[src/common/mem_pipe_pkg.sv]
package mem_pipe_pkg;

    // data path and register file widths
    localparam int DATA_W     = 32;
    localparam int REG_ADDR_W = 5;

    // byte address width of the data memory, 8 KiB by default
    localparam int DEFAULT_MEM_ADDR_W = 13;

    // number of bytes and halves in one data word
    localparam int WORD_BYTES = DATA_W / 8;
    localparam int WORD_HALVES = DATA_W / 16;

    // access width of a load or store
    // code 2'b10 is not named and decodes as a full word
    typedef enum logic [1:0] {
        WIDTH_BYTE = 2'b00,
        WIDTH_HALF = 2'b01,
        WIDTH_WORD = 2'b11
    } access_width_e;

    // one memory word seen three ways
    // element 0 of each array sits at the lowest byte address
    typedef union packed {
        logic [DATA_W-1:0]                   word;
        logic [WORD_HALVES-1:0][15:0]        halves;
        logic [WORD_BYTES-1:0][7:0]          bytes;
    } mem_word_u;

endpackage

[src/ex_mem_register.sv]
`timescale 1ns/1ps

module ex_mem_register import mem_pipe_pkg::*; (
    input  logic                  i_clk,
    input  logic                  i_reset,
    input  logic                  i_halt,

    // memory stage controls
    input  logic                  i_mem_read,
    input  logic                  i_mem_write,
    input  logic                  i_unsigned_load,
    input  access_width_e         i_width,

    // write-back controls
    input  logic                  i_mem_to_reg,
    input  logic                  i_reg_write,

    // execute results
    input  logic [DATA_W-1:0]     i_alu_result,
    input  logic [DATA_W-1:0]     i_store_data,
    input  logic [REG_ADDR_W-1:0] i_reg_dest,

    output logic                  o_mem_read,
    output logic                  o_mem_write,
    output logic                  o_unsigned_load,
    output access_width_e         o_width,
    output logic                  o_mem_to_reg,
    output logic                  o_reg_write,
    output logic [DATA_W-1:0]     o_alu_result,
    output logic [DATA_W-1:0]     o_store_data,
    output logic [REG_ADDR_W-1:0] o_reg_dest
);

    // cleared controls form a bubble: no memory write, no register write
    always_ff @(posedge i_clk) begin
        if (i_reset) begin
            o_mem_read      <= 1'b0;
            o_mem_write     <= 1'b0;
            o_unsigned_load <= 1'b0;
            o_width         <= WIDTH_BYTE;
            o_mem_to_reg    <= 1'b0;
            o_reg_write     <= 1'b0;
            o_alu_result    <= '0;
            o_store_data    <= '0;
            o_reg_dest      <= '0;
        end else if (!i_halt) begin
            o_mem_read      <= i_mem_read;
            o_mem_write     <= i_mem_write;
            o_unsigned_load <= i_unsigned_load;
            o_width         <= i_width;
            o_mem_to_reg    <= i_mem_to_reg;
            o_reg_write     <= i_reg_write;
            o_alu_result    <= i_alu_result;
            o_store_data    <= i_store_data;
            o_reg_dest      <= i_reg_dest;
        end
    end

endmodule

[config.mk]
export PLATFORM = sky130hd
export DESIGN_NAME = ex_mem_register
export DESIGN_NICKNAME = d
export VERILOG_FILES = /design/src/common/mem_pipe_pkg.sv /design/src/ex_mem_register.sv
export SDC_FILE = /design/constraint.sdc
export NUM_CORES = 1
export LEC_CHECK = 0
export BUFFER_PORTS_ARGS = -buffer_cell sky130_fd_sc_hd__buf_2
export CAP_MARGIN = 20
export CORE_ASPECT_RATIO = 0.75
export CORE_MARGIN = 3
export CORE_UTILIZATION = 37
export DETAILED_ROUTE_END_ITERATION = 7
export PLACE_DENSITY_LB_ADDON = 0.2
export SYNTH_ARGS = -nofsm -noshare
export SYNTH_HDL_FRONTEND = slang
export SYNTH_SLANG_ARGS = --single-unit
[constraint.sdc]
create_clock -name i_clk -period 0.8 [get_ports i_clk]
set_input_delay 0.16 -clock i_clk [delete_from_list [all_inputs] [get_ports i_clk]]
set_output_delay 0.16 -clock i_clk [all_outputs]
set_load 0.1 [all_outputs]
==> metrics.yaml <==
status: "finished, violations left"
violations: "setup timing"
synthTopCellsByArea: "dfxtp_1, mux2i_1, nor2_1"
powerDensity_mw_per_mm2: 2070
fin_ws_ns: -0.244
rsz0062_at_grt: "true"
core_area_mm2: 0.00699
cts_tree: "done"
crit_path_cell_trace: "buf_12"
worst_pin_slew_ns: 0.170
r2r_start: "o_alu_result[5]$_SDFFE_PP0N_"
internal-power_w: 0.00727
drc: 0
finish.instance_area_mm2: 0.00529
place_inst: 488
finalCritPeriodShare_pct: 131
whs_path_depth: 3
power_frac_clock_pct: 31.4
routed_wl_mm: 7.41
p_leak_nw: 2.41
fin_crit_ns: 1.04
grt_max_degree: 44
muxShareOfSynthArea_pct: 27.9
slew_violations: 0
clock_sinks: 76
htree_levels: 3
synth_xor_area_share_pct: 0
yosys.area_share.adder_pct: 0
synth.yosys.seq_area_share_pct: 55.8
instances_no_fill: 506
fmax_ghz: 0.958
synth_top_family_by_area: "multiplexers"
gp_congestion: 0.717
p_sw_w: 0.00370
min_from: "i_store_data[21]"
comb_power_share_pct: 30.7
globalRouteTotalUtil_pct: 18.4
finalSetupViolations: 76
syn-cell-area_mm2: 0.00273
cp_max_fo: 2
maxSlewHeadroom_pct: 88.3
async_flop_share_pct: 0
path_clk_slew_ns: 0.08
total_power_w: 0.0110
drtIter0Drc: 37
antenna_found_initial: 0
yosys.area.top_type: "dfxtp_1"
critPathRequiredTime_ns: 0.64
n_antenna_cell: 0
path_buf_inv: 1
grt-ovfl-total: 0
io_buffers: 154
cp-start-kind: "flip-flop"
hold_slack_ns: 0.0472
numCtsBuffers: 9
clock_skew_ns: 0
vias: 2249
ys_ff_latch: 76
initial_core_util_pct: 39.0
area_growth_syn_to_layout_pct: 93.9
synth-compound-area-share_pct: 0
avgViaCountPerCell: 4.44
path_class: "reg -> out"
synth_edf_count: 0
critPathSlowestCell: "dfxtp_4"
insertion_delay_ns: 0.34
yosysTopAreaCellShare_pct: 55.8
syn_inst: 245
drt_pass1_iterations: 4
reg_top3: "o_alu_result x32, o_store_data x32, o_reg_dest x5"
synth_simple_gate_area_share_pct: 10.5
post_drt_wl_per_cell_um: 14.6
synth_cell_types: 7
grt_pass1_vias: 2408
critPathTopFamily: "flip-flops"
drive_gt1_share_pct: 62.7
sw_frac_of_total_pct: 33.7
die_h_um: 80.4
r2r_cells: 3
yosysWarnings: 0
num_io_pins: 155
rr_endpoint: "o_alu_result[5]$_SDFFE_PP0N_"
dpl_cell_area_mm2: 0.00502
seqPwrFrac_pct: 37.9
die_x_um: 105
rows: 26
grt_pass1_wl_mm: 12.0
max_stage_delay_ns: 0.37
hold_viol: 0
die_area_mm2: 0.00845
vdd_drop_max_mv: 1.34
arrival_ns: 0.88
synth_ff_type: "dfxtp_1"
hpwl_mm: 5.91
dp_slack_ns: -0.184
nNetsFinal: 482
synthTopCellsByCount: "dfxtp_1, mux2i_1, nor2_1"
holdPathEnd: "o_store_data[21]$_SDFFE_PP0N_"
max-cap-violations: 0
syn_nets: 324
cts_max_path_buffers: 2
avgSynthCellArea_um2: 11.1
cts_root_buffer: "clkbuf_8"
endpoint_kind: "output port"
ff2ff_setup_slack_ns: 0.01
final_antenna_net_count: 0
hp-class: "in -> reg"
[worst reg2reg max path: stages, from the launching register on]
cell and delay, ns:
dfxtp_4 0.36, buf_6 0.11, mux2i_2 0.15, nor2_1 0.07
[metrics by stage]
stage / TNS, ns / utilization (%)
6_report: -17.28 / 75.6
5_1_grt: -20.64 / 75.6
4_1_cts: -19.53 / 75.5
3_5_place_dp: -8.29 / 71.8
3_3_place_gp: -6.94 / 71.8
2_1_floorplan: -2.53 / -
[layer usage]
metal	track usage [%]	vias up	share of wire, %
met5	0	-	0
met2	31.3	90	51
li1	-	1130	-
met3	8.92	2	9.8
met1	20.7	1027	39
met4	4.72	0	0.41
[cell usage in the layout, fill, tap and decap left out]
master / netlist / routed
nor2_1: 76 / 76
buf_4: 4 / 3
mux2i_1: 76 / 75
clkbuf_8: 0 / 9
buf_12: 5 / 82
bufinv_16: 0 / 3
dfxtp_2: 0 / 1
dfxtp_4: 0 / 75
clkinv_4: 0 / 1
clkbuf_1: 7 / 1
buf_2: 1 / 77
clkinvlp_4: 0 / 2
buf_6: 0 / 2
mux2i_2: 0 / 1
[layout make-up]
type,count,area (um2)
Tap cell,98,123
Multi-Input combinational cell,152,1050
Fill cell,466,1700
Sequential cell,76,1800
Timing Repair Buffer,164,2070
Clock buffer,10,128
Clock inverter,6,114
[cells by family after synthesis]
group	Yosys count
muxes	76
DFF	76
and+or+nand+nor	76
buffers and inverters	17
[worst max-delay path by stage]
stage | start | endpoint | slack (ns) | cells after the start
floorplan | o_alu_result[0]$_SDFFE_PP0N_ | o_alu_result[0]$_SDFFE_PP0N_ | -0.13 | 2
global placement | i_halt | o_alu_result[10]$_SDFFE_PP0N_ | -0.11 | 4
detailed placement | i_halt | o_alu_result[5]$_SDFFE_PP0N_ | -0.18 | 4
CTS | o_alu_result[1]$_SDFFE_PP0N_ | o_alu_result[1] | -0.27 | 1
global route | o_alu_result[10]$_SDFFE_PP0N_ | o_alu_result[10] | -0.28 | 1
finish | o_alu_result[1]$_SDFFE_PP0N_ | o_alu_result[1] | -0.24 | 1
[power by group through the flow]
stage	sequential [W]	clock (W)	combinational [W]
2_1_floorplan	0.00576	0	0.000507
3_3_place_gp	0.00424	0	0.00333
3_5_place_dp	0.00425	0	0.00337
4_1_cts	0.00416	0.00359	0.00339
5_1_grt	0.00419	0.00372	0.00349
6_report	0.00416	0.00345	0.00336
[timing repair]
item	CTS	global route
gates resized for setup	1	2
hold buffers	0	0
endpoints found under the setup margin	76	78
pin swaps	0	2
buffers inserted	2	0
No activity file was read; power rests on OpenSTA's default activity.
