File: src/common/mem_pipe_pkg.sv
package mem_pipe_pkg;

    // data path and register file widths
    localparam int DATA_W     = 32;
    localparam int REG_ADDR_W = 5;

    // byte address width of the data memory, 8 KiB by default
    localparam int DEFAULT_MEM_ADDR_W = 13;

    // number of bytes and halves in one data word
    localparam int WORD_BYTES = DATA_W / 8;
    localparam int WORD_HALVES = DATA_W / 16;

    // access width of a load or store
    // code 2'b10 is not named and decodes as a full word
    typedef enum logic [1:0] {
        WIDTH_BYTE = 2'b00,
        WIDTH_HALF = 2'b01,
        WIDTH_WORD = 2'b11
    } access_width_e;

    // one memory word seen three ways
    // element 0 of each array sits at the lowest byte address
    typedef union packed {
        logic [DATA_W-1:0]                   word;
        logic [WORD_HALVES-1:0][15:0]        halves;
        logic [WORD_BYTES-1:0][7:0]          bytes;
    } mem_word_u;

endpackage

File: src/write_back.sv
`timescale 1ns/1ps

module write_back import mem_pipe_pkg::*; (
    // controls from the MEM/WB register
    input  logic                  i_mem_to_reg,
    input  logic                  i_reg_write,

    input  logic [DATA_W-1:0]     i_load_data,
    input  logic [DATA_W-1:0]     i_alu_result,
    input  logic [REG_ADDR_W-1:0] i_reg_dest,

    // register file write port
    output logic                  o_rf_write_enable,
    output logic [REG_ADDR_W-1:0] o_rf_write_addr,
    output logic [DATA_W-1:0]     o_rf_write_data
);

    logic dest_is_zero;

    // $zero is hardwired, a write there is dropped here
    assign dest_is_zero = (i_reg_dest == '0);

    assign o_rf_write_enable = i_reg_write && !dest_is_zero;

    assign o_rf_write_addr = i_reg_dest;

    // loads take the memory value, everything else the ALU result
    always_comb begin
        if (i_mem_to_reg) begin
            o_rf_write_data = i_load_data;
        end else begin
            o_rf_write_data = i_alu_result;
        end
    end

endmodule

File: config.mk
export PLATFORM = sky130hd
export DESIGN_NAME = write_back
export DESIGN_NICKNAME = d
export VERILOG_FILES = /design/src/common/mem_pipe_pkg.sv /design/src/write_back.sv
export SDC_FILE = /design/constraint.sdc
export NUM_CORES = 1
export LEC_CHECK = 0
export BUFFER_PORTS_ARGS = -buffer_cell sky130_fd_sc_hd__buf_2
export CORE_MARGIN = 2
export CORE_UTILIZATION = 23
export DETAILED_ROUTE_END_ITERATION = 10
export PLACE_DENSITY_LB_ADDON = 0.25
export SLEW_MARGIN = 0
export SYNTH_ARGS = -nofsm -noshare
export SYNTH_HDL_FRONTEND = slang
export SYNTH_SLANG_ARGS = --single-unit
export TNS_END_PERCENT = 10
File: constraint.sdc
create_clock -name vclk -period 1.3
set_clock_uncertainty 0.05 [all_clocks]
set_input_delay 0.26 -clock vclk [all_inputs]
set_output_delay 0.26 -clock vclk [all_outputs]
set_load 0.005 [all_outputs]
==> reports/qor.csv, run 1 <==
metric,value,unit
setup_viol,1,
netlist.area_leader.share,0.767,
die-area,2280,sq um
power_leakage,0.601,nW
yosys.area_share.simple,0.0170,
area_growth,137,%
drc,0,
power_switching,106,uW
synth_commonest_cells,"mux2_2 (30), buf_4 (8), mux2_1 (2)",
syn_nets,114,
synth-compound-area-share,0.0170,
seq_cell_count,0,
synthMuxAreaShare,0.818,
timing.setup.tns,-0.171,ns
regArea,0,sq um
layout-drive-gt1-share,0.973,
num_rows,15,
violations,negative setup slack,
p_sw_frac,0.318,
power,333,uW
cpPeakStageDelay,0.51,ns
via_count,731,
clkPwrFrac,0,
synth_area_leaders,"mux2_2 (77%), buf_4 (14%), mux2_1 (5.1%)",
arrival,1.16,ns
post_layout_nonfiller_instances,171,
initial_core_util,0.250,
dpl.cell_count,170,
synthDistinctLibCells,6,
gr-total-overflow,0,
cp_slowest_cell,or4_1,
gp_congestion,0.678,
path_max_fanout,2,
pwr_density_cell,319,nW/um^2
track_usage,0.123,
crit_start,i_reg_dest[4],
fmax,680,MHz
final_net_count,219,
grt_pass1_vias,630,
antenna_found_initial,0,
synth_fa_ha_area_frac,0,
seqPwrFrac,0,
final-hold-violation-count,0,
max_slew.worst_pin.slew,0.0881,ns
crit_family,simple AND/OR/NAND/NOR gates,
yosysSeqAreaShare,0,
antenna_cells,0,
worst-path-buf-inv,2,
wl,1.84,mm
synth.most_common_cell,mux2_2,
outcome,finished with violations,
min_period,1.47,ns
rsz0062_at_grt,yes,
worstPathRequired,0.99,ns
fillers,181,
fin_area,1050,sq um
ir_drop,0.143,mV
netlist_instances,43,
end_kind,output pin,
grt_first_pass_wirelength,2.19,mm
start_kind,input pin,
wl_per_cell,10.8,um
synth_top_family_by_area,multiplexers,
ant_nets,0,
path_cells,buf_6 > or4_1 > o21a_1 > buf_2,
worst_slack,-0.171,ns
synth_top_area_cell,mux2_2,
yosys.area_share.xor_xnor,0,
slew_violations,0,
core_area,1760,sq um
power_frac_comb,1.000,
hold_path_class,in2out,
holdWs,0.635,ns
dp.final_hpwl,1.66,mm
slew-limit-headroom,0.941,
drt-initial-drc-count,1,
grt_max_degree,17,
maxCapViolCount,0,
hp-start,i_reg_dest[3],
drtPass1Iterations,2,
yosysWarnings,0,
timing.final.crit_share,1.13,
port_buffers,109,
ctsHoldBuffers,0,
critPathKind,in2out,
place_area,992,sq um
multi_input_area,379,sq um
ios,109,
die_h,47.8,um
die_w,47.8,um
vias_per_cell,4.27,
internal_power,227,uW
nClkBuffers,0,
syn_area,440,sq um
avgSynthCellArea,10.2,sq um
## metal layers
metal / GRT usage / routed length (um)
met1: 0.138 / 582
met2: 0.267 / 1060
met3: 0 / 197
met4: 0 / 0
met5: 0 / 0
## area by class of cell
cell class | count | area share
repair buffers | 112 | 0.608
well taps | 25 | 0.0299
multi-input cells | 34 | 0.362
## power groups by stage
| stage | sequential [mW] | clock, mW | combinational [mW] |
|---|---|---|---|
| after floorplan | 0 | 0 | 0.136 |
| after CTS | 0 | 0 | 0.334 |
| after global routing | 0 | 0 | 0.364 |
| after global placement | 0 | 0 | 0.310 |
| final | 0 | 0 | 0.333 |
| after detailed placement | 0 | 0 | 0.317 |
## worst paths after layout
check | slack [ns] | end | depth (start not counted)
worst max-delay path | -0.17 | o_rf_write_enable | 4
worst min-delay path | 0.64 | o_rf_write_addr[3] | 2
## placed cells by master (no fill, tap or decap)
cell / instances
mux2_2: 29
or4_1: 1
o21a_1: 1
buf_6: 2
buf_8: 1
buf_16: 1
buf_12: 2
mux2_1: 2
mux2_4: 1
buf_2: 106
## metrics by stage
stage | util | setup slack, ns
finish | 0.593 | -0.171
CTS | 0.587 | -0.181
floorplan | - | 0.0437
detailed placement | 0.562 | -0.191
global route | 0.593 | -0.191
global placement | 0.562 | -0.160
## cell families (layout without fill, tap and decap cells)
logic type	count (synthesis)	count (layout)
muxes	32	32
buffers and inverters	9	112
AOI/OAI and AO/OA	1	1
and+or+nand+nor	1	1
## timing repair
| item | in CTS | in global routing |
|---|---|---|
| gates cloned | 1 | 0 |
| setup endpoints to repair | 33 | 3 |
| setup buffers | 0 | 0 |
| gates resized for setup | 5 | 2 |
| pin swaps | 1 | 0 |
(Power assumes the default switching activity.)
==> inputs of run 2 (changes only) <==
GPL_TIMING_DRIVEN = 1   (was default)
clock period = 1.4 ns   (was 1.3 ns; I/O delays follow)
==> run 2 against run 1 <==
Compared with the run above:
- the flow still finishes with violations (negative setup slack)
- final cell count down 0.58%
- utilization shrank 2.3 points
- total power decreased by 12%
- sequential cell count did not move
- sequential share of layout area did not move
- via count fell by 0.55%
- die area stayed put
- non-clock buffer count decreased by 1
- final area down 3.9%
- count of clock-buffer cells in the layout unchanged
- critical path depth did not move
==> reports/qor.csv, run 2 (same netlist as run 1, synthesis figures left out) <==
metric,value,unit
die_h,47.8,um
grt_busiest_layer,met2,
ir_drop,0.132,mV
place_area,992,sq um
maxCapViolCount,0,
max_slew.worst_pin.slew,0.102,ns
dp.final_hpwl,1.66,mm
slew-limit-headroom,0.933,
pwr_density_cell,293,nW/um^2
seq_cell_count,0,
die-area,2280,sq um
num_rows,15,
nClkBuffers,0,
drt-initial-drc-count,1,
outcome,finished with violations,
initial_core_util,0.250,
via_count,727,
crit_family,simple AND/OR/NAND/NOR gates,
violations,negative setup slack,
layout-drive-gt1-share,0.972,
slew_violations,0,
wl_per_cell,10.5,um
setup_viol,1,
use_met1,0.131,
cp_slowest_cell,or4_1,
final_net_count,218,
final-hold-violation-count,0,
track_usage,0.119,
critPathKind,in2out,
antenna_cells,0,
regArea,0,sq um
end_kind,output pin,
gp_congestion,0.678,
power_leakage,0.580,nW
min_period,1.51,ns
holdWs,0.675,ns
area_growth,128,%
arrival,1.18,ns
hold_end,o_rf_write_addr[3],
antenna_found_initial,0,
worstPathRequired,1.07,ns
timing.final.crit_share,1.08,
post-cts-setup-buffers,0,
path_cells,buf_6 > or4_1 > o21a_1 > buf_2,
port_buffers,109,
fin_area,1000,sq um
start_kind,input pin,
worst-path-buf-inv,2,
core_area,1760,sq um
grt_max_degree,17,
mostFrequentLayoutCells,"buf_2 (107), mux2_2 (30), mux2_1 (2), buf_6 (2), buf_12 (2)",
met3_usage,0,
hold_path_class,in2out,
use_met2,0.261,
drc,0,
timing.setup.tns,-0.111,ns
layout_commonest_cell,buf_2,
path_max_fanout,2,
grt_pass1_vias,622,
drtPass1Iterations,2,
worst_slack,-0.111,ns
hp-start,i_reg_dest[3],
ios,109,
rsz0062_at_grt,yes,
die_w,47.8,um
ant_nets,0,
vias_per_cell,4.28,
cpPeakStageDelay,0.51,ns
min_path_cells,2,
grt_first_pass_wirelength,2.13,mm
gr-total-overflow,0,
wl,1.79,mm
fmax,662,MHz
run 2: changes by cell type in the layout (fill, tap and decap cells not counted), sizes merged:
cell  previous run  this run
buf            112       111
run 2: through the flow:
step	worst slack (ns)	std cells	util	total power [mW]
after global routing	-0.131	170	0.570	0.323
after floorplan	0.104	43	-	0.126
after CTS	-0.121	170	0.566	0.297
after detailed placement	-0.131	170	0.562	0.294
final	-0.111	170	0.570	0.294
after global placement	-0.100	170	0.562	0.288
run 2: layout make-up:
type / count / area, sq um
fillers: 186 / 759
repair buffers: 111 / 598
multi-input cells: 34 / 375
well taps: 25 / 31.3
run 2: how the worst max path moves through the flow:
stage | from | end | cells past startpoint | slack [ns]
after floorplan | i_reg_dest[0] | o_rf_write_enable | 2 | 0.10
after global placement | i_reg_dest[0] | o_rf_write_enable | 4 | -0.10
after detailed placement | i_reg_dest[0] | o_rf_write_enable | 4 | -0.13
after CTS | i_reg_dest[4] | o_rf_write_enable | 4 | -0.12
after global routing | i_reg_dest[4] | o_rf_write_enable | 4 | -0.13
final | i_reg_dest[4] | o_rf_write_enable | 4 | -0.11
run 2: repair_timing:
action,CTS,global route
pin swaps,1,0
hold buffers,0,0
setup endpoints to repair,1,1
resized for setup,1,1
gates cloned,0,0
run 2: layer usage:
metal	vias up	share of wire	routed length (um)
met5	-	0	0
met2	54	0.58	1030
li1	360	-	-
met1	313	0.31	557
met3	0	0.11	200
met4	0	0	0
run 2: report_power, final:
part | total [mW] | internal [mW] | switching (mW)
sequential | 0 | 0 | 0
combinational | 0.294 | 0.199 | 0.0954
clock | 0 | 0 | 0
total | 0.294 | 0.199 | 0.0954
